<file path="src/hw/amber_bus_pkg.sv">
// Shared definitions for the two-master Wishbone bus fabric
// Bus widths, slave map, peripheral register offsets and the
// address view used by the decoder and the peripherals
package amber_bus_pkg;

    // ----------------------------------------------------------------------
    // Bus widths
    // ----------------------------------------------------------------------
    localparam int WB_DWIDTH = 32;
    localparam int WB_SWIDTH = 4;
    localparam int WB_AWIDTH = 32;

    // Slave index lives in address bits 31:28
    localparam int SLV_IDX_W = 4;
    localparam logic [SLV_IDX_W-1:0] SLV_BOOT_MEM = 4'd0;
    localparam logic [SLV_IDX_W-1:0] SLV_TIMER    = 4'd1;
    localparam logic [SLV_IDX_W-1:0] SLV_IRQ_CTRL = 4'd2;

    // Boot memory, cut down to 256 words
    localparam int BOOT_MEM_WORDS = 256;
    localparam int BOOT_MEM_AW    = $clog2(BOOT_MEM_WORDS);

    // ----------------------------------------------------------------------
    // Register word offsets, address bits 11:2
    // ----------------------------------------------------------------------
    localparam int OFFSET_W = 10;
    localparam logic [OFFSET_W-1:0] TIMER_LOAD  = 10'd0;
    localparam logic [OFFSET_W-1:0] TIMER_VALUE = 10'd1;
    localparam logic [OFFSET_W-1:0] TIMER_CTRL  = 10'd2;
    localparam logic [OFFSET_W-1:0] TIMER_CLEAR = 10'd3;

    localparam logic [OFFSET_W-1:0] IRQ_STATUS       = 10'd0;
    localparam logic [OFFSET_W-1:0] IRQ_RAW          = 10'd1;
    localparam logic [OFFSET_W-1:0] IRQ_ENABLE_SET   = 10'd2;
    localparam logic [OFFSET_W-1:0] IRQ_ENABLE_CLEAR = 10'd3;

    // Bit 0 timer, bits 2:1 external lines
    localparam int IRQ_SRC_W = 3;

    // One address word, seen whole or split into fields
    typedef union packed {
        logic [WB_AWIDTH-1:0] word;
        struct packed {
            logic [SLV_IDX_W-1:0] slv_idx;
            logic [15:0]          unused;
            logic [OFFSET_W-1:0]  offset;
            logic [1:0]           byte_off;
        } fields;
    } bus_addr_u;

endpackage

</file>
<file path="src/hw/wb_slave_decoder.sv">
// Slave address decoder
// Routes the granted access to one peripheral by the slave index,
// muxes the read data back and answers unmapped indices with err
`timescale 1ns/1ps

module wb_slave_decoder import amber_bus_pkg::*; (
    input  logic                 i_clk,
    input  logic                 i_arst_n,
    // From the arbiter
    input  logic [WB_AWIDTH-1:0] i_adr,
    input  logic [WB_SWIDTH-1:0] i_sel,
    input  logic                 i_we,
    input  logic [WB_DWIDTH-1:0] i_dat,
    input  logic                 i_stb,
    output logic [WB_DWIDTH-1:0] o_dat,
    output logic                 o_ack,
    output logic                 o_err,
    // Shared slave request lines
    output logic [WB_AWIDTH-1:0] o_slv_adr,
    output logic [WB_SWIDTH-1:0] o_slv_sel,
    output logic                 o_slv_we,
    output logic [WB_DWIDTH-1:0] o_slv_dat,
    // Per-slave strobes and responses
    output logic                 o_mem_stb,
    input  logic [WB_DWIDTH-1:0] i_mem_dat,
    input  logic                 i_mem_ack,
    output logic                 o_tmr_stb,
    input  logic [WB_DWIDTH-1:0] i_tmr_dat,
    input  logic                 i_tmr_ack,
    output logic                 o_irq_stb,
    input  logic [WB_DWIDTH-1:0] i_irq_dat,
    input  logic                 i_irq_ack
);

    bus_addr_u            adr_u;
    logic                 unmapped_stb;
    logic                 err_q;
    logic [SLV_IDX_W-1:0] idx_q;

    assign adr_u.word = i_adr;

    // One strobe per mapped slave
    assign o_mem_stb    = i_stb && (adr_u.fields.slv_idx == SLV_BOOT_MEM);
    assign o_tmr_stb    = i_stb && (adr_u.fields.slv_idx == SLV_TIMER);
    assign o_irq_stb    = i_stb && (adr_u.fields.slv_idx == SLV_IRQ_CTRL);
    assign unmapped_stb = i_stb && !(o_mem_stb || o_tmr_stb || o_irq_stb);

    assign o_slv_adr = i_adr;
    assign o_slv_sel = i_sel;
    assign o_slv_we  = i_we;
    assign o_slv_dat = i_dat;

    // Error path answers like a slave, one pulse per access
    // Index held for the read data mux
    always_ff @(posedge i_clk or negedge i_arst_n) begin
        if (!i_arst_n) begin
            err_q <= 1'b0;
            idx_q <= '0;
        end else begin
            err_q <= unmapped_stb && !err_q;
            if (i_stb) begin
                idx_q <= adr_u.fields.slv_idx;
            end
        end
    end

    assign o_ack = i_mem_ack || i_tmr_ack || i_irq_ack;
    assign o_err = err_q;

    // Unmapped reads return zero
    always_comb begin
        case (idx_q)
            SLV_BOOT_MEM: o_dat = i_mem_dat;
            SLV_TIMER:    o_dat = i_tmr_dat;
            SLV_IRQ_CTRL: o_dat = i_irq_dat;
            default:      o_dat = '0;
        endcase
    end

endmodule

</file>
<file path="config.mk">
export PLATFORM = sky130hd
export DESIGN_NAME = wb_slave_decoder
export DESIGN_NICKNAME = d
export VERILOG_FILES = /design/src/hw/amber_bus_pkg.sv /design/src/hw/wb_slave_decoder.sv
export SDC_FILE = /design/constraint.sdc
export NUM_CORES = 1
export LEC_CHECK = 0
export ABC_AREA = 1
export BUFFER_PORTS_ARGS = -buffer_cell sky130_fd_sc_hd__buf_4
export CORE_AREA = 2 2 108 110
export DETAILED_ROUTE_END_ITERATION = 16
export DIE_AREA = 0 0 110 112
export SETUP_SLACK_MARGIN = 0.2
export SYNTH_ARGS = -nofsm -noshare
export SYNTH_HDL_FRONTEND = slang
export SYNTH_SLANG_ARGS = --single-unit
</file>
<file path="constraint.sdc">
create_clock -name i_clk -period 2.75 [get_ports i_clk]
set_clock_uncertainty 0.1 [all_clocks]
set_input_delay 0.6875 -clock i_clk [delete_from_list [all_inputs] [get_ports i_clk]]
set_output_delay 0.6875 -clock i_clk [all_outputs]
set_load 0.02 [all_outputs]
</file>
==> impl_results.md <==
* Status: completed
* Grt ovf at 0
* Max_cap viols at 0
* Static leakage at 1.21 nW
* Crit path max fanout at 41
* Area grow syn2layout at 52.3%
* Row cnt at 39
* Initial antenna violation count at 0
* Clock tree buffer depth at 2
* H-tree depth at 1
* Nets at around 490
* Worst setup SP type: flop
* Setup TNS at 0 ps
* Fillers at around 1200
* Core area at 0.0112 sq mm
* Number of flops mapped to enable cells by yosys at 0
* Max-slew headroom at 0.745
* Fin. max-slew vios at 0
* Clock Root Buffer: clkbuf_16
* Clock sinks at 5
* Reg2reg start: idx_q[2]
* Hold WC Path Type: in2async
* Final Hold Fails at 0
* Synthesized area at 0.00155 sq mm
* Cell taking the most area after synthesis: nand3_1
* Initial core utilization at 0.139
* Synth area leaders: nand3_1 (42%), buf_4 (33%), dfrtp_1 (8.1%)
* Fin cells at 465
* Critical Path AT at 1560 ps
* RSZ-0062 raised after global routing: no
* Cts bufs inserted at 3
* Reg clk slew, reported paths at 30 ps
* Die Wd at 110 um
* Synth Warn # at 0
* Top-area cell type share of the netlist area at 0.423
* Post-synthesis register bit count at 5
* GR Util All Layers at 0.0992
* DR iter-0 viols at 61
* Clock share of power at 0.312
* VDD IR max at 257 uV
* Post-CTS Hold Buffers at 0
* Via count at 1965
* Pre-antenna DRT Iters at 4
* Fmax at 425 MHz
* GP Congestion at 0.670
* DP Cell Count at 460
* Yosys cell types at 16
* Most common cell in the netlist: nand3_1
* Sequential area share after synthesis at 0.0807
* Critical Path Sink Type: output port
* NetSw at 0.277 mW
* Synth Net Count at 424
* Internal cell power at 0.478 mW
* Global-route wire length before repair at 9.56 mm
* Post-synthesis instance total at roughly 250
* R2r endpoint: idx_q[2]
* Final Setup Violations at 0
* Die H at approximately 110 um
* Slew @ Worst Pin at 382 ps
* CTS tree: yes
* Placed inst area at 0.00227 sq mm
* Pwr/cell area at 320 mW/mm^2
* Sw Share at 0.367
* Synth Area per Inst at slightly above 6 sq um
* Die Area at 0.0123 sq mm
* DR vias/cell at 4.23
* Routed Wire Length at 6.73 mm
* Hold_ws at approximately 160 ps
* Worst R2R Setup Slack at between 1500 and 2000 ps
* Fin area at between 0.002 and 0.0025 sq mm
* Share of power burned in registers at 0.118
* Largest net degree at the start of global routing at 56
* Fin crit share at 0.855
* Vias in the first global route at between 1500 and 2000
* Comb pwr share at 0.571
* # IOs at 277
* Final Critical Period at around 2400 ps
* CP Class: reg2out
* Wirelength per Cell at approximately 14 um
* Clock latency on the worst-skew pair at 220 ps
* Top FF cell, synth: dfrtp_1
* Port Buffer Count at 146
* Post-synth top cells: nand3_1 (131), buf_4 (69), buf_2 (15), inv_1 (7), nand2_1 (6)
* DRC at 0
* Worst EP required at 1960 ps
* Antenna Nets Post-Route at 0
* Final HPWL from detailed placement at about 5.6 mm
* R2R depth at 1
* Share of cells above drive strength 1 at 0.512
* Ant diodes at 0
* Async S/R FF share, synth at 1.00
flip-flops by register name, indices dropped and copies added, names as in the netlist:
name   flops
idx_q      4
o_err      1
layer usage:
| layer | track usage | share of wire | vias up |
|---|---|---|---|
| met5 | 0 | 0 | - |
| met4 | 0.0338 | 0.020 | 0 |
| met3 | 0.0193 | 0.095 | 12 |
| met2 | 0.196 | 0.54 | 130 |
| met1 | 0.0993 | 0.35 | 886 |
| li1 | - | - | 937 |
how the worst max path moves through the flow:
stage / from / to / cells after the start
2_1_floorplan: i_stb / o_mem_stb / 3
3_3_place_gp: idx_q[1] / o_dat[2] / 6
3_5_place_dp: idx_q[1] / o_dat[2] / 6
4_1_cts: idx_q[1] / o_dat[2] / 6
5_1_grt: idx_q[2] / o_dat[19] / 5
6_report: idx_q[2] / o_dat[19] / 5
worst max-delay path: stages (launching register included):
cell     delay [ps]
dfrtp_1         390
nor2_4          120
buf_4           360
nand3_1         170
nand3_1         130
buf_4           150
power by group through the flow:
stage / sequential, mW / combinational [mW] / clock (mW)
4_1_cts: 0.0892 / 0.434 / 0.240
3_5_place_dp: 0.0899 / 0.433 / 0
3_3_place_gp: 0.0894 / 0.424 / 0
2_1_floorplan: 0.0906 / 0.342 / 0
6_report: 0.0889 / 0.431 / 0.235
5_1_grt: 0.0902 / 0.468 / 0.249
logic make-up after synthesis:
kind of cell / count (synthesis) / synth area share
muxes: 2 / 0.0145
AOI/OAI and AO/OA: 2 / 0.00646
buffers and inverters: 98 / 0.421
and+or+nand+nor: 146 / 0.477
DFF: 5 / 0.0807
cell usage in the layout (no fill, tap or decap), drive strengths merged:
cell type / count
buf: 154
nand3: 131
inv: 9
nor2: 8
nand2: 6
dfrtp: 5
clkbuf: 4
o21ai: 2
mux2: 2
or3: 1
metrics by stage:
| step | total power, mW | setup slack, ps | utilization |
|---|---|---|---|
| floorplan | 0.432 | 682 | - |
| CTS | 0.763 | 225 | 0.210 |
| global route | 0.807 | 242 | 0.211 |
| detailed placement | 0.523 | 467 | 0.203 |
| finish | 0.755 | 399 | 0.211 |
| global placement | 0.514 | 511 | 0.203 |
cell type report:
class                      count  area, sq um  share of cell area
sequential                     5          125              0.0530
clock buffer                   4         78.8              0.0334
tap                          143          179              0.0758
multi-input combinational    150          772               0.327
inverter                       9         33.8              0.0143
timing repair buffer         154         1170               0.497
what timing repair did:
action,in CTS,in global routing
resized for setup,0,1
buffers inserted,0,1
endpoints found under the setup margin,0,2
Note: power is estimated with default switching activity, not from simulation.
