### config.mk
export PLATFORM = sky130hd
export DESIGN_NAME = interrupt_controller
export DESIGN_NICKNAME = d
export VERILOG_FILES = /design/src/hw/amber_bus_pkg.sv /design/src/hw/interrupt_controller.sv
export SDC_FILE = /design/constraint.sdc
export NUM_CORES = 1
export LEC_CHECK = 0
export ABC_CLOCK_PERIOD_IN_PS = 2200
export BUFFER_PORTS_ARGS = -buffer_cell sky130_fd_sc_hd__buf_4
export CAP_MARGIN = 20
export CORE_MARGIN = 3
export CORE_UTILIZATION = 28
export DETAILED_ROUTE_END_ITERATION = 10
export PLACE_DENSITY = 0.82
export SYNTH_ARGS = -nofsm -noshare
export SYNTH_HDL_FRONTEND = slang
export SYNTH_SLANG_ARGS = --single-unit
### constraint.sdc
create_clock -name i_clk -period 2.2 [get_ports i_clk]
set_clock_uncertainty 0.2 [all_clocks]
set_input_delay 0 -clock i_clk [delete_from_list [all_inputs] [get_ports i_clk]]
set_output_delay 0 -clock i_clk [all_outputs]
set_load 0.01 [all_outputs]
### src/hw/amber_bus_pkg.sv
// Shared definitions for the two-master Wishbone bus fabric
// Bus widths, slave map, peripheral register offsets and the
// address view used by the decoder and the peripherals
package amber_bus_pkg;

    // ----------------------------------------------------------------------
    // Bus widths
    // ----------------------------------------------------------------------
    localparam int WB_DWIDTH = 32;
    localparam int WB_SWIDTH = 4;
    localparam int WB_AWIDTH = 32;

    // Slave index lives in address bits 31:28
    localparam int SLV_IDX_W = 4;
    localparam logic [SLV_IDX_W-1:0] SLV_BOOT_MEM = 4'd0;
    localparam logic [SLV_IDX_W-1:0] SLV_TIMER    = 4'd1;
    localparam logic [SLV_IDX_W-1:0] SLV_IRQ_CTRL = 4'd2;

    // Boot memory, cut down to 256 words
    localparam int BOOT_MEM_WORDS = 256;
    localparam int BOOT_MEM_AW    = $clog2(BOOT_MEM_WORDS);

    // ----------------------------------------------------------------------
    // Register word offsets, address bits 11:2
    // ----------------------------------------------------------------------
    localparam int OFFSET_W = 10;
    localparam logic [OFFSET_W-1:0] TIMER_LOAD  = 10'd0;
    localparam logic [OFFSET_W-1:0] TIMER_VALUE = 10'd1;
    localparam logic [OFFSET_W-1:0] TIMER_CTRL  = 10'd2;
    localparam logic [OFFSET_W-1:0] TIMER_CLEAR = 10'd3;

    localparam logic [OFFSET_W-1:0] IRQ_STATUS       = 10'd0;
    localparam logic [OFFSET_W-1:0] IRQ_RAW          = 10'd1;
    localparam logic [OFFSET_W-1:0] IRQ_ENABLE_SET   = 10'd2;
    localparam logic [OFFSET_W-1:0] IRQ_ENABLE_CLEAR = 10'd3;

    // Bit 0 timer, bits 2:1 external lines
    localparam int IRQ_SRC_W = 3;

    // One address word, seen whole or split into fields
    typedef union packed {
        logic [WB_AWIDTH-1:0] word;
        struct packed {
            logic [SLV_IDX_W-1:0] slv_idx;
            logic [15:0]          unused;
            logic [OFFSET_W-1:0]  offset;
            logic [1:0]           byte_off;
        } fields;
    } bus_addr_u;

endpackage

### src/hw/interrupt_controller.sv
// Interrupt controller
// Combines the timer and two external lines into one registered
// processor interrupt through set/clear enable registers
`timescale 1ns/1ps

module interrupt_controller import amber_bus_pkg::*; (
    input  logic                 i_clk,
    input  logic                 i_arst_n,
    input  logic [WB_AWIDTH-1:0] i_adr,
    input  logic                 i_we,
    input  logic [WB_DWIDTH-1:0] i_dat,
    input  logic                 i_stb,
    output logic [WB_DWIDTH-1:0] o_dat,
    output logic                 o_ack,
    input  logic                 i_timer_int,
    input  logic [IRQ_SRC_W-2:0] i_ext_irq,
    output logic                 o_irq
);

    bus_addr_u            adr_u;
    logic                 access;
    logic                 wr_en;
    logic [IRQ_SRC_W-1:0] raw;
    logic [IRQ_SRC_W-1:0] enable_q;
    logic [IRQ_SRC_W-1:0] status;

    assign adr_u.word = i_adr;
    assign access     = i_stb && !o_ack;
    assign wr_en      = access && i_we;

    // Bit 0 timer, upper bits external
    assign raw    = {i_ext_irq, i_timer_int};
    assign status = raw & enable_q;

    // ----------------------------------------------------------------------
    // Enables, ack and the combined interrupt
    // ----------------------------------------------------------------------
    always_ff @(posedge i_clk or negedge i_arst_n) begin
        if (!i_arst_n) begin
            enable_q <= '0;
            o_ack    <= 1'b0;
            o_irq    <= 1'b0;
        end else begin
            o_ack <= access;
            o_irq <= |status;
            // Ones set or clear, zeros leave the bit alone
            if (wr_en && adr_u.fields.offset == IRQ_ENABLE_SET) begin
                enable_q <= enable_q | i_dat[IRQ_SRC_W-1:0];
            end else if (wr_en && adr_u.fields.offset == IRQ_ENABLE_CLEAR) begin
                enable_q <= enable_q & ~i_dat[IRQ_SRC_W-1:0];
            end
        end
    end

    // Both enable offsets read back the enable mask
    always_ff @(posedge i_clk) begin
        if (access) begin
            case (adr_u.fields.offset)
                IRQ_STATUS:       o_dat <= {{(WB_DWIDTH-IRQ_SRC_W){1'b0}}, status};
                IRQ_RAW:          o_dat <= {{(WB_DWIDTH-IRQ_SRC_W){1'b0}}, raw};
                IRQ_ENABLE_SET,
                IRQ_ENABLE_CLEAR: o_dat <= {{(WB_DWIDTH-IRQ_SRC_W){1'b0}}, enable_q};
                default:          o_dat <= '0;
            endcase
        end
    end

endmodule

==> flow_summary.json, run 1 <==
{
  "outcome": "finished clean",
  "gp_congestion": 0.711,
  "dieHeight_um": 52.0,
  "htree_levels": 1,
  "r2r_slack_ps": 330,
  "num_vias": 521,
  "timing.fmax_mhz": 515,
  "synth_top_area_share_pct": 36.8,
  "cts_setup_buffers": 0,
  "cts.sinks": 8,
  "grt_usage_pct": 10.9,
  "cp-start-kind": "input port",
  "drv_slew": 0,
  "ff2ff_path_depth": 4,
  "root_buffer": "clkbuf_4",
  "diodes": 0,
  "postSynthCellCount": 61,
  "fin_crit_ps": 1940,
  "cts_buffers": 3,
  "postCtsHoldBufs": 19,
  "cts_resized": 0,
  "power.density_nw_per_um2": 417,
  "crit_path_end_kind": "flip-flop",
  "yosysMostFrequentCell": "buf_4",
  "synthArstFlopShare_pct": 62.5,
  "setup.worst_path.start": "i_adr[8]",
  "area_growth_pct": 53.7,
  "multi_input_area_um2": 249,
  "place_ws_ps": 917,
  "rows": 16,
  "ys_ff_latch": 8,
  "cp_max_fo": 4,
  "fin_nets": 179,
  "start_util_pct": 29.9,
  "overflow": 0,
  "cts_tree": "yes",
  "fill_cells": 180,
  "first_pass_iters": 4,
  "dp_hpwl_um": 926,
  "ys_seq_area_share_pct": 36.4,
  "avgSynthCellArea_um2": 9.70,
  "drt_wl_total_mm": 1.37,
  "synth_area_leaders": "buf_4 (37%), dfrtp_1 (21%), edfxtp_1 (15%)",
  "cp.required_ps": 2130,
  "wl_per_cell_um": 10.2,
  "vias_per_cell": 3.89,
  "rr_startpoint": "o_ack",
  "p_leak_nw": 0.465,
  "drc": 0,
  "synthTopCellsByCount": "buf_4 (29), dfrtp_1 (5), inv_1 (4)",
  "grt_start_max_net_pins": 6,
  "report.power.total_uw": 379,
  "ys_warn_count": 0,
  "core_um2": 1980,
  "vdd_drop_max_mv": 0.311,
  "grt_pass1_wl_mm": 2.06,
  "hold_viol": 0,
  "die_area_um2": 2700,
  "cts_max_path_buffers": 2,
  "clkLatencyLatePin_ps": 260,
  "synth_edf_count": 3,
  "drv_cap": 0,
  "ant_nets": 0,
  "die_x_um": 52.0,
  "fin_cells": 134,
  "stdcell_area_um2": 910,
  "fin_ws_ps": 257,
  "rsz0062_at_grt": "no",
  "seq_area_um2": 215,
  "critPathKind": "input port to flip-flop",
  "hold_class": "input port to flip-flop",
  "setup_viol_count_final": 0,
  "final_layout_size_suffix_gt1_share_pct": 27.1,
  "ios": 105,
  "port_buffers": 24,
  "worst_ep_arrival_time_ps": 1880,
  "clk_pin_slew_ps": 60,
  "fin_crit_sh_pct": 88.3,
  "fin_tns_setup_ps": 0,
  "drt_iter0_markers": 4,
  "synth.distinct_cells": 14,
  "netlist_area_um2": 592,
  "dp.cells": 111,
  "placedInstanceArea_um2": 693,
  "grt_pass1_vias": 478,
  "antenna_found_initial": 0,
  "yosys.area.top_type": "buf_4",
  "synth-main-ff-cell": "dfrtp_1"
}
-- metal layers --
layer | up-vias | global-route usage [%] | wire (um)
li1 | 241 | - | -
met1 | 238 | 9.88 | 407
met2 | 40 | 19.5 | 746
met3 | 2 | 6.88 | 197
met4 | 0 | 3.49 | 17
met5 | - | 0 | 0
-- kinds of logic (layout without fill, tap and decap cells) --
| logic type | Yosys count | count (layout) | synth area share (%) |
|---|---|---|---|
| flip-flops | 8 | 8 | 36.4 |
| other | 1 | 29 | 0.634 |
| multiplexers | 3 | 3 | 5.07 |
| AO/OA/AOI/OAI | 4 | 4 | 4.86 |
| buffers and inverters | 33 | 51 | 39.3 |
| AND/OR/NAND/NOR | 12 | 12 | 13.7 |
-- cell usage in the layout (no fill, tap or decap) --
| cell type | count |
|---|---|
| dfrtp_1 | 5 |
| clkbuf_4 | 3 |
| o22ai_1 | 3 |
| inv_1 | 4 |
| clkbuf_1 | 1 |
| nor2b_1 | 2 |
| and4b_1 | 1 |
| nand4_1 | 3 |
| nand2_1 | 1 |
| conb_1 | 29 |
| nor2_1 | 3 |
| buf_4 | 24 |
| dlygate4sd3_1 | 19 |
| mux2i_1 | 3 |
| nor4_2 | 2 |
| a222oi_1 | 1 |
| edfxtp_1 | 3 |
-- where the power goes --
part / internal [mW] / switching [mW]
clock network: 0.0696 / 0.0538
registers: 0.160 / 0.00191
logic: 0.0476 / 0.0466
-- worst min path at each step --
stage	start	endpoint	slack [ps]	depth (start not counted)
6_report	i_adr[2]	flip-flop	290	3
3_5_place_dp	i_arst_n	async pin	-400	1
2_1_floorplan	i_arst_n	async pin	-500	0
3_3_place_gp	i_arst_n	o_ack	-400	1
5_1_grt	i_adr[2]	flip-flop	330	3
4_1_cts	i_adr[2]	flip-flop	280	3
-- cell type report --
class,instances,share of cell area [%]
clock buffers,4,2.89
inverters,4,1.65
multi-input cells,48,27.4
flip-flops and latches,8,23.7
well taps,27,3.71
repair buffers,43,40.7
-- per-stage QoR --
stage	hold slack, ps	utilization, %
2_1_floorplan	-496	-
5_1_grt	329	45.9
4_1_cts	284	45.9
3_5_place_dp	-396	35.0
3_3_place_gp	-399	35.0
6_report	287	45.9
-- critical path, stage by stage --
cell	delay (ps)
dlygate4sd3_1	530
buf_4	130
nor4_2	320
nand4_1	160
dlygate4sd3_1	610
mux2i_1	130
Note: power is estimated with default switching activity, not from simulation.
==> inputs of run 2 (changes only) <==
--- a/config.mk
+++ b/config.mk
@@ -11,6 +11,7 @@
 export CORE_MARGIN = 3
 export CORE_UTILIZATION = 28
 export DETAILED_ROUTE_END_ITERATION = 10
+export GPL_TIMING_DRIVEN = 0
 export PLACE_DENSITY = 0.82
 export SYNTH_ARGS = -nofsm -noshare
 export SYNTH_HDL_FRONTEND = slang
==> flow_summary.json, run 2 (synthesized netlist as in run 1, its figures left out) <==
{
  "outcome": "finished clean",
  "p_switching_uw": 110,
  "cts_resized": 0,
  "final_layout_size_suffix_gt1_share_pct": 42.6,
  "fin_crit_ps": 1980,
  "rows": 16,
  "fin_tns_setup_ps": 0,
  "root_buffer": "clkbuf_4",
  "critPathKind": "input port to flip-flop",
  "dp_hpwl_mm": 1.13,
  "num_vias": 592,
  "hold_class": "input port to flip-flop",
  "area_growth_pct": 90.5,
  "fill_cells": 170,
  "multi_input_area_um2": 249,
  "wl_per_cell_um": 9.91,
  "power_frac_seq_pct": 38.4,
  "start_util_pct": 29.9,
  "fin_crit_sh_pct": 89.8,
  "cts_tree": "yes",
  "crit_path_end_kind": "flip-flop",
  "die_area_um2": 2700,
  "dieHeight_um": 52.0,
  "drc": 0,
  "p_sw_share_pct": 26.2,
  "core_um2": 1980,
  "ant_nets": 0,
  "htree_levels": 1,
  "clock_power_share_pct": 29.4,
  "vias_per_cell": 3.63,
  "grt_usage_pct": 11.9,
  "overflow": 0,
  "timing.fmax_mhz": 506,
  "final_cell_mix": "buf_4 (53), conb_1 (29), dlygate4sd3_1 (19)",
  "intPower_uw": 310,
  "drv_cap": 0,
  "drt_wl_total_mm": 1.62,
  "vdd_drop_max_mv": 0.306,
  "combPwrFrac_pct": 32.1,
  "cts_buffers": 3,
  "worst_ep_arrival_time_ps": 1920,
  "grt_pass1_vias": 610,
  "cp.required_ps": 2140,
  "p_leak_nw": 0.623,
  "seq_area_um2": 215,
  "cts.sinks": 8,
  "hold_viol": 0,
  "fin_cells": 163,
  "cp-start-kind": "input port",
  "dp.cells": 140,
  "rsz0062_at_grt": "no",
  "setup_viol_count_final": 0,
  "fin_nets": 208,
  "mostFrequentLayoutCell": "buf_4",
  "drv_slew": 0,
  "power.density_nw_per_um2": 373,
  "diodes": 0,
  "grt_start_max_net_pins": 6,
  "clkLatencyLatePin_ps": 260,
  "port_buffers": 24,
  "first_pass_iters": 5,
  "antenna_found_initial": 0,
  "ios": 105,
  "drt_iter0_markers": 5,
  "die_x_um": 52.0,
  "cts_max_path_buffers": 2,
  "cp_max_fo": 4,
  "grt_pass1_wl_mm": 2.39,
  "clk_pin_slew_ps": 60,
  "gp_congestion": 0.693
}
==> run 2: cell types whose count changed in the layout (fill, tap and decap cells not counted), sizes merged <==
cell  previous run  this run
buf             24        53
==> run 2: timing repair <==
item,CTS,global route
hold buffers,19,0
setup buffers,0,0
hold endpoints to repair,13,0
==> run 2: worst max-delay path, cell delays in order <==
cell	delay [ps]
dlygate4sd3_1	540
buf_4	140
nor4_2	320
nand4_1	210
mux2i_1	150
dlygate4sd3_1	550
==> run 2: path summary, 6_finish.rpt <==
| kind | end | slack [ps] | start | cells past startpoint |
|---|---|---|---|---|
| hold / removal | flip-flop | 300 | i_adr[2] | 3 |
| min in group asynchronous | async pin | 470 | i_arst_n | 3 |
| setup / recovery | flip-flop | 220 | i_adr[8] | 6 |
| setup reg to reg | flip-flop | 320 | o_ack | 4 |
| hold reg to reg | o_ack | 320 | o_ack | 1 |
| max in group asynchronous | o_ack | 1130 | i_arst_n | 3 |
==> run 2: metrics by stage <==
step,hold slack (ps),setup WS [ps],util (%),power (mW),instance area [um2]
2_1_floorplan,-496,945,-,0.235,697
3_3_place_gp,-399,921,46.0,0.274,911
3_5_place_dp,-395,903,46.0,0.275,911
4_1_cts,289,304,56.9,0.417,1130
5_1_grt,308,132,56.9,0.442,1130
6_report,298,224,56.9,0.420,1130
==> run 2: metal layers <==
layer,track usage (%),part of all wire [%],vias up
li1,-,-,297
met2,23.8,55,38
met1,12.1,33,257
met4,0,0,0
met3,4.58,12,0
met5,0,0,-
==> run 2: power by group through the flow <==
stage / clock network (mW) / registers, mW / logic, mW
finish: 0.124 / 0.161 / 0.135
global route: 0.134 / 0.162 / 0.147
CTS: 0.126 / 0.162 / 0.130
detailed placement: 0 / 0.164 / 0.110
global placement: 0 / 0.164 / 0.109
floorplan: 0 / 0.167 / 0.0688
==> run 2: final cells by class <==
class	count	area share (%)
timing repair buffer	43	32.9
inverter	4	1.33
clock buffer	4	2.33
buffer	29	19.3
tap	27	3.00
sequential	8	19.1
multi-input combinational	48	22.1
