`config.mk`:
```
export PLATFORM = sky130hd
export DESIGN_NAME = wb_arbiter
export DESIGN_NICKNAME = d
export VERILOG_FILES = /design/src/hw/amber_bus_pkg.sv /design/src/hw/wb_arbiter.sv
export SDC_FILE = /design/constraint.sdc
export NUM_CORES = 1
export LEC_CHECK = 0
export ABC_CLOCK_PERIOD_IN_PS = 1300
export BUFFER_PORTS_ARGS = -buffer_cell sky130_fd_sc_hd__buf_2
export CAP_MARGIN = 5
export CORE_AREA = 2 2 123 125
export CTS_CLUSTER_DIAMETER = 200
export DETAILED_ROUTE_END_ITERATION = 10
export DIE_AREA = 0 0 125 127
export REMOVE_ABC_BUFFERS = 1
export SLEW_MARGIN = 20
export SYNTH_ARGS = -nofsm -noshare
export SYNTH_HDL_FRONTEND = slang
export SYNTH_SLANG_ARGS = --single-unit
```
`constraint.sdc`:
```
create_clock -name i_clk -period 1.3 [get_ports i_clk]
set_input_delay 0.195 -clock i_clk [delete_from_list [all_inputs] [get_ports i_clk]]
set_output_delay 0.195 -clock i_clk [all_outputs]
set_load 0.03 [all_outputs]
```
`src/hw/amber_bus_pkg.sv`:
```
// Shared definitions for the two-master Wishbone bus fabric
// Bus widths, slave map, peripheral register offsets and the
// address view used by the decoder and the peripherals
package amber_bus_pkg;

    // ----------------------------------------------------------------------
    // Bus widths
    // ----------------------------------------------------------------------
    localparam int WB_DWIDTH = 32;
    localparam int WB_SWIDTH = 4;
    localparam int WB_AWIDTH = 32;

    // Slave index lives in address bits 31:28
    localparam int SLV_IDX_W = 4;
    localparam logic [SLV_IDX_W-1:0] SLV_BOOT_MEM = 4'd0;
    localparam logic [SLV_IDX_W-1:0] SLV_TIMER    = 4'd1;
    localparam logic [SLV_IDX_W-1:0] SLV_IRQ_CTRL = 4'd2;

    // Boot memory, cut down to 256 words
    localparam int BOOT_MEM_WORDS = 256;
    localparam int BOOT_MEM_AW    = $clog2(BOOT_MEM_WORDS);

    // ----------------------------------------------------------------------
    // Register word offsets, address bits 11:2
    // ----------------------------------------------------------------------
    localparam int OFFSET_W = 10;
    localparam logic [OFFSET_W-1:0] TIMER_LOAD  = 10'd0;
    localparam logic [OFFSET_W-1:0] TIMER_VALUE = 10'd1;
    localparam logic [OFFSET_W-1:0] TIMER_CTRL  = 10'd2;
    localparam logic [OFFSET_W-1:0] TIMER_CLEAR = 10'd3;

    localparam logic [OFFSET_W-1:0] IRQ_STATUS       = 10'd0;
    localparam logic [OFFSET_W-1:0] IRQ_RAW          = 10'd1;
    localparam logic [OFFSET_W-1:0] IRQ_ENABLE_SET   = 10'd2;
    localparam logic [OFFSET_W-1:0] IRQ_ENABLE_CLEAR = 10'd3;

    // Bit 0 timer, bits 2:1 external lines
    localparam int IRQ_SRC_W = 3;

    // One address word, seen whole or split into fields
    typedef union packed {
        logic [WB_AWIDTH-1:0] word;
        struct packed {
            logic [SLV_IDX_W-1:0] slv_idx;
            logic [15:0]          unused;
            logic [OFFSET_W-1:0]  offset;
            logic [1:0]           byte_off;
        } fields;
    } bus_addr_u;

endpackage

```
`src/hw/wb_arbiter.sv`:
```
// Two-master fixed-priority Wishbone arbiter
// Master 0 wins ties; the grant is held until the owner drops cyc
`timescale 1ns/1ps

module wb_arbiter import amber_bus_pkg::*; (
    input  logic                 i_clk,
    input  logic                 i_arst_n,
    // Master 0
    input  logic [WB_AWIDTH-1:0] i_m0_adr,
    input  logic [WB_SWIDTH-1:0] i_m0_sel,
    input  logic                 i_m0_we,
    input  logic [WB_DWIDTH-1:0] i_m0_dat,
    input  logic                 i_m0_cyc,
    input  logic                 i_m0_stb,
    output logic [WB_DWIDTH-1:0] o_m0_dat,
    output logic                 o_m0_ack,
    output logic                 o_m0_err,
    // Master 1
    input  logic [WB_AWIDTH-1:0] i_m1_adr,
    input  logic [WB_SWIDTH-1:0] i_m1_sel,
    input  logic                 i_m1_we,
    input  logic [WB_DWIDTH-1:0] i_m1_dat,
    input  logic                 i_m1_cyc,
    input  logic                 i_m1_stb,
    output logic [WB_DWIDTH-1:0] o_m1_dat,
    output logic                 o_m1_ack,
    output logic                 o_m1_err,
    // Toward the decoder
    output logic [WB_AWIDTH-1:0] o_s_adr,
    output logic [WB_SWIDTH-1:0] o_s_sel,
    output logic                 o_s_we,
    output logic [WB_DWIDTH-1:0] o_s_dat,
    output logic                 o_s_stb,
    input  logic [WB_DWIDTH-1:0] i_s_dat,
    input  logic                 i_s_ack,
    input  logic                 i_s_err
);

    logic gnt_m0;
    logic gnt_m1;
    logic bus_busy;

    // Owner still holding its cycle
    assign bus_busy = (gnt_m0 && i_m0_cyc) || (gnt_m1 && i_m1_cyc);

    // Grant reloads only when the bus is free
    always_ff @(posedge i_clk or negedge i_arst_n) begin
        if (!i_arst_n) begin
            gnt_m0 <= 1'b0;
            gnt_m1 <= 1'b0;
        end else if (!bus_busy) begin
            gnt_m0 <= i_m0_cyc;
            gnt_m1 <= i_m1_cyc && !i_m0_cyc;
        end
    end

    // ----------------------------------------------------------------------
    // Forward the owner, the other master just waits
    // ----------------------------------------------------------------------
    assign o_s_adr = gnt_m1 ? i_m1_adr : i_m0_adr;
    assign o_s_sel = gnt_m1 ? i_m1_sel : i_m0_sel;
    assign o_s_we  = gnt_m1 ? i_m1_we  : i_m0_we;
    assign o_s_dat = gnt_m1 ? i_m1_dat : i_m0_dat;
    assign o_s_stb = (gnt_m0 && i_m0_stb) || (gnt_m1 && i_m1_stb);

    // Responses go back to the owner only
    assign o_m0_dat = gnt_m0 ? i_s_dat : '0;
    assign o_m0_ack = gnt_m0 && i_s_ack;
    assign o_m0_err = gnt_m0 && i_s_err;
    assign o_m1_dat = gnt_m1 ? i_s_dat : '0;
    assign o_m1_ack = gnt_m1 && i_s_ack;
    assign o_m1_err = gnt_m1 && i_s_err;

endmodule

```
==> results of run 1 <==
## state kept, by name (all words and copies together), names as in the netlist
register and flops:
gnt_m1 1, gnt_m0 1
## report_power, final
part / switching [µW] / leakage (µW) / internal, µW
combinational: 1370 / 0.00204 / 1130
clock: 77.7 / 0.0000382 / 404
sequential: 16.1 / 0.0000215 / 71.9
total: 1460 / 0.00210 / 1610
## layout make-up
class	instances	share of cell area, %
antenna	1	0.0650
clock buffer	4	2.05
inverter	1	0.0975
multi-input combinational	142	34.8
sequential	2	1.43
tap	184	5.98
timing repair buffer	328	55.6
## routing by layer
metal  up-vias  GRT usage, %  wire [µm]
li1       1175             -          -
met1      1077          12.6       3690
met2       172          19.9       5040
met3         2          2.39        837
met4         0         0.980         19
met5         -             0          0
## worst paths after layout
kind | start | end | slack [ns] | cells past startpoint
min reg2reg | gnt_m1 | gnt_m1 | 0.97 | 4
max in group asynchronous | i_arst_n | gnt_m1 | 0.84 | 2
min | i_m0_cyc | gnt_m1 | 0.19 | 2
max reg2reg | gnt_m1 | gnt_m0 | -0.04 | 4
min in group asynchronous | i_arst_n | gnt_m1 | 0.33 | 2
max | gnt_m1 | o_s_dat[14] | -0.36 | 3
## cell families (layout without fill, tap and decap cells)
family          Yosys count  count (layout)  share of synthesized area [%]
other cells               0               1                              0
simple gates             69              69                           30.3
mux                      70              70                           56.8
compound gates            3               3                           1.33
buf+inv                  17             333                           8.05
flops                     2               2                           3.54
## repair_timing
action | in CTS | in global routing
cloned | 3 | 0
resized for setup | 137 | 45
buffers inserted | 2 | 2
setup endpoints to repair | 132 | 139
pin swaps | 23 | 7
hold endpoints to repair | 2 | 0
hold buffers | 1 | 0
## metrics by stage
| step | setup slack, ns | setup TNS, ns |
|---|---|---|
| 5_1_grt | -0.407 | -35.15 |
| 6_report | -0.364 | -29.78 |
| 2_1_floorplan | -1.52 | -158.40 |
| 3_3_place_gp | -0.188 | -7.21 |
| 3_5_place_dp | -0.192 | -7.47 |
| 4_1_cts | -0.382 | -33.08 |
## placed cells by master (no fill, tap or decap)
cell type,netlist,final
buf_2,4,230
mux2_2,66,66
buf_6,3,46
buf_4,6,45
and2_4,0,35
and2_1,68,33
buf_12,0,5
mux2_4,4,4
clkbuf_16,0,4
a21oi_1,2,2
diode_2,0,1
a22o_1,1,1
nand2_1,1,1
inv_1,1,1
clkbuf_1,3,1
dfrtp_2,0,1
dfrtp_4,0,1
dlygate4sd3_1,0,1
## worst register-to-register path, stage by stage (launching register included)
cell and delay, ns:
dfrtp_4 0.51, buf_12 0.18, buf_6 0.14, nand2_1 0.06
mux2_2 0.33
==> key figures, run 1 <==
Run status
  – Status: complete, but fails checks
  – Violated checks: setup timing

Detailed routing
  – Starting DRT DRC Count: 40
  – Final antenna-violating net count: 0
  – DR pass1 iterations: 4
  – DR WL/cell: 14.5 µm
  – Total number of vias: 2,426
  – DRC Markers: 0
  – Vias/cell: 3.66
  – DRT Wirelength: 9590 µm

Timing
  – Worst Tran Pin Value: 0.206 ns
  – Clock skew: 0.00237 ns
  – Crit path time final: 1.66 ns
  – Fin worst setup slack: -0.364 ns
  – Hold Fails Final Rpt: 0
  – Final Cycle Share: 128%
  – Final Setup Violations: 134
  – Fmax: 0.601 GHz
  – Hold_ws: 0.187 ns
  – Slew HR: 86.3%
  – Number of max-slew violations in the final report: 0
  – RSZ-0062 raised after global routing: yes

Synth
  – Top FF cell, synth: dfrtp_1
  – Cells after synthesis: 161
  – Top-count cell post-synth: and2_1
  – Sequential element share of the synthesized area: 3.54%
  – Flops & latches, synth: 2
  – Leading area contributor after synthesis: mux2_2
  – Most frequent cells after synthesis: and2_1 (68), mux2_2 (66), buf_4 (6)
  – Syn avg cell area: 8.79 µm²
  – Post-synth ARST share: 100%
  – EDFF count, synth: 0
  – Top-area cell type share of the netlist area: 52.5%
  – Synth top area cells: mux2_2 (53%), and2_1 (30%), mux2_4 (4.2%), dfrtp_1 (3.5%), buf_4 (3.2%)
  – Post-Syn Area: 1420 µm²
  – Ys Warns: 0
  – Distinct cells, synth: 12

Worst hold path
  – Worst Hold Class: input port to flop

Clocking
  – Total CTS buffers: 3
  – CTS tree: yes
  – Worst-Skew Late Latency: 0.22 ns
  – Clk sinks: 2
  – Reg clk slew, reported paths: 0.03 ns
  – H-Tree Depth: 1
  – CTS Root Buffer Type: clkbuf_16
  – Clk buf depth: 2

Critical path
  – CP top delay family: flip-flops
  – Crit path cell chain: buf_12 > mux2_2 > buf_4
  – Crit-path max cell delay: 0.45 ns
  – Req. time, crit path: 1.11 ns
  – CP Class: flop to primary output
  – Critical path's slowest cell: dfrtp_4
  – CP endpoint kind: primary output
  – CP Max Fanout: 36
  – Worst path arrival time: 1.47 ns
  – Startpoint Class: flop
  – Buf/Inv on CP: 2

Pwr
  – Design Power: 3070 µW
  – Peak VDD IR: 0.336 mV
  – Lkg Pwr: 0.00210 µW
  – PD cells: 796 nW/µm²

Cells and area
  – Layout cells sized above 1: 91.6%
  – Non-filler cells in the finished layout: 662
  – Fin util: 26.7%
  – FILL cells: 1,559
  – FF/Latch Area: 55.1 µm²
  – Final net count: 656
  – Design area: 3850 µm²
  – Area grow syn2layout: 172%
  – Multi-input gate area: 1340 µm²

Placed design
  – Placed cell area: 3210 µm²
  – Cells after DPL: 651
  – I/O Buffers: 315
  – GP Congestion: 0.786
  – Dpl hpwl: 7610 µm

Flow run
  – Max-capacitance violation count: 0

Floorplan
  – IO Pins: 316
  – Die height: 127 µm
  – Initial Utilization: 9.81%
  – Die area: 15,900 µm²
  – Row cnt: 44
  – Die Width: 125 µm
  – Core ar.: 14,400 µm²

Global routing
  – All-layer global routing usage: 10.5%
  – Largest net degree at the start of global routing: 39
  – Total gr overflow: 0
  – Global-route wire length before repair: 13,300 µm
  – Number of global-route vias before repair: 2,368
  – Initial antenna violation count: 0
Power figures use the tool's default switching activity.
==> inputs of run 2 (changes only) <==
--- a/config.mk
+++ b/config.mk
@@ -5,6 +5,7 @@
 export SDC_FILE = /design/constraint.sdc
 export NUM_CORES = 1
 export LEC_CHECK = 0
+export ABC_AREA = 1
 export ABC_CLOCK_PERIOD_IN_PS = 1300
 export BUFFER_PORTS_ARGS = -buffer_cell sky130_fd_sc_hd__buf_2
 export CAP_MARGIN = 5
==> run 2 against run 1 <==
  * The run still ends with setup timing left
  * Worst setup slack improved by 0.099 ns
  * Register-to-register slack better by 0.15 ns
  * Cell count is 36% higher
  * First-iteration DRC count grew 100%
  * Design area up 36%
  * Non-clock buffer count grew 22
  * Power rose by 35%
  * Sequential cell count is the same
  * Largest power group unchanged
  * Combinational power is 43% higher
  * Synthesized area grew 10%
  * Via count grew 47%
==> key figures, run 2 <==
Synth
  – Ys Warns: 0
  – Most frequent cells after synthesis: nand2_1 (285), inv_1 (70), buf_2 (10)
  – Cells after synthesis: 382
  – Syn avg cell area: 4.08 µm²
  – Flops & latches, synth: 2
  – Top-count cell post-synth: nand2_1
  – Post-synth ARST share: 100%
  – Top FF cell, synth: dfrtp_1
  – EDFF count, synth: 0
  – Sequential element share of the synthesized area: 3.21%
  – Leading area contributor after synthesis: nand2_1
  – Top-area cell type share of the netlist area: 68.6%
  – Distinct cells, synth: 8
  – Post-Syn Area: 1560 µm²
  – Synth top area cells: nand2_1 (69%), inv_1 (17%), buf_4 (3.8%), buf_6 (3.6%), buf_2 (3.2%)

Clocking
  – CTS Root Buffer Type: clkbuf_16
  – Clk buf depth: 2
  – Total CTS buffers: 3
  – Reg clk slew, reported paths: 0.03 ns
  – Clk sinks: 2
  – Worst-Skew Late Latency: 0.22 ns
  – H-Tree Depth: 1
  – CTS tree: yes

Floorplan
  – Die area: 15,900 µm²
  – Die height: 127 µm
  – IO Pins: 316
  – Core ar.: 14,400 µm²
  – Initial Utilization: 10.8%
  – Die Width: 125 µm
  – Row cnt: 44

Timing
  – Hold Fails Final Rpt: 0
  – Fin worst setup slack: -0.266 ns
  – Slew HR: 88.7%
  – Fmax: 0.639 GHz
  – Clock skew: 0.00411 ns
  – Number of max-slew violations in the final report: 0
  – RSZ-0062 raised after global routing: yes
  – Hold_ws: 0.218 ns
  – Final Setup Violations: 134
  – Worst Tran Pin Value: 0.170 ns
  – Crit path time final: 1.57 ns
  – Final Cycle Share: 120%

Cells and area
  – Most frequent cells in the layout: buf_2 (189), nand2_1 (165), buf_6 (117)
  – Commonest non-fill, non-tap cell in the layout: buf_2
  – Diode count: 0
  – Non-filler cells in the finished layout: 899
  – Fin util: 36.3%
  – Design area: 5240 µm²
  – Final net count: 894
  – Biggest regs: gnt_m0 (1), gnt_m1 (1)
  – Area grow syn2layout: 236%
  – Layout cells sized above 1: 69.8%

Placed design
  – GP Congestion: 0.790
  – Dpl hpwl: 8160 µm
  – Cells after DPL: 864
  – Placed cell area: 3310 µm²
  – I/O Buffers: 315

Detailed routing
  – Top layer in use: met5
  – Total number of vias: 3,568
  – DRC Markers: 0
  – Met2 Wirelength: 7230 µm
  – Starting DRT DRC Count: 80
  – Final antenna-violating net count: 0
  – DR pass1 iterations: 4
  – WL met1: 5270 µm
  – DRT Wirelength: 13,700 µm
  – Vias/cell: 3.97
  – DR WL/cell: 15.3 µm
  – DR WL met3: 1010 µm

Global routing
  – Total gr overflow: 0
  – Initial antenna violation count: 1
  – Number of global-route vias before repair: 3,255
  – All-layer global routing usage: 12.3%
  – Largest net degree at the start of global routing: 50
  – Global-route wire length before repair: 16,200 µm

Critical path
  – CP Max Fanout: 5
  – Worst path arrival time: 1.37 ns
  – CP Class: flop to primary output
  – Startpoint Class: flop
  – CP endpoint kind: primary output
  – Req. time, crit path: 1.11 ns

Pwr
  – Design Power: 4130 µW
  – Lkg Pwr: 0.00343 µW
  – PD cells: 790 nW/µm²
  – Peak VDD IR: 0.299 mV

Worst hold path
  – Worst Hold Class: input port to flop

Run status
  – Status: complete, but fails checks
  – Violated checks: setup timing

Flow run
  – Max-capacitance violation count: 0
[run 2: where the power goes]
group | switching [µW] | internal [µW]
sequential | 13.5 | 72.0
combinational | 2030 | 1550
clock | 71.3 | 403
total | 2110 | 2020
[run 2: layout make-up]
class | count | area [µm²]
fillers | 1492 | 9190
repair inverters | 2 | 32.5
clock buffers | 4 | 78.8
well taps | 184 | 230
multi-input cells | 286 | 1610
flip-flops and latches | 2 | 55.1
repair buffers | 350 | 2950
inverters | 71 | 279
[run 2: cell families after synthesis]
family        Yosys count  synth area share (%)
flops                   2                  3.21
simple gates          286                  68.9
buf+inv                94                  27.9
[run 2: path summary, 6_finish.rpt]
check	startpoint	to	slack, ns	depth (start not counted)
worst min-delay path	i_m0_cyc	gnt_m0	0.22	3
worst min register to register	gnt_m1	gnt_m0	0.97	4
worst max register to register	gnt_m0	gnt_m1	0.11	7
max in group asynchronous	i_arst_n	gnt_m0	0.88	2
worst max-delay path	gnt_m1	o_s_dat[10]	-0.27	6
min in group asynchronous	i_arst_n	gnt_m1	0.31	2
[run 2: through the flow]
| stage | setup slack (ns) | TNS (ns) |
|---|---|---|
| after global routing | -0.301 | -31.98 |
| after CTS | -0.254 | -23.56 |
| final | -0.266 | -27.15 |
| after floorplan | -1.73 | -162.82 |
| after global placement | -0.0432 | -0.828 |
| after detailed placement | -0.0600 | -1.69 |
[run 2: timing repair]
item | CTS | global route
hold buffers | 1 | 0
endpoints found under the hold margin | 2 | 0
setup buffers | 1 | 7
gates cloned | 4 | 19
pin swaps | 7 | 51
gates resized for setup | 236 | 242
endpoints found under the setup margin | 120 | 138
[run 2: metal layers]
layer / GRT usage [%] / vias up
li1: - / 1729
met3: 2.39 / 14
met5: 0 / -
met4: 1.37 / 2
met1: 14.7 / 1595
met2: 23.6 / 228
[run 2: worst max-delay path, cell delays in order (launching register included)]
cell       delay [ns]
dfrtp_4          0.49
buf_12           0.16
clkinv_8         0.07
clkbuf_16        0.15
nand2_1          0.06
nand2_2          0.07
buf_6            0.14
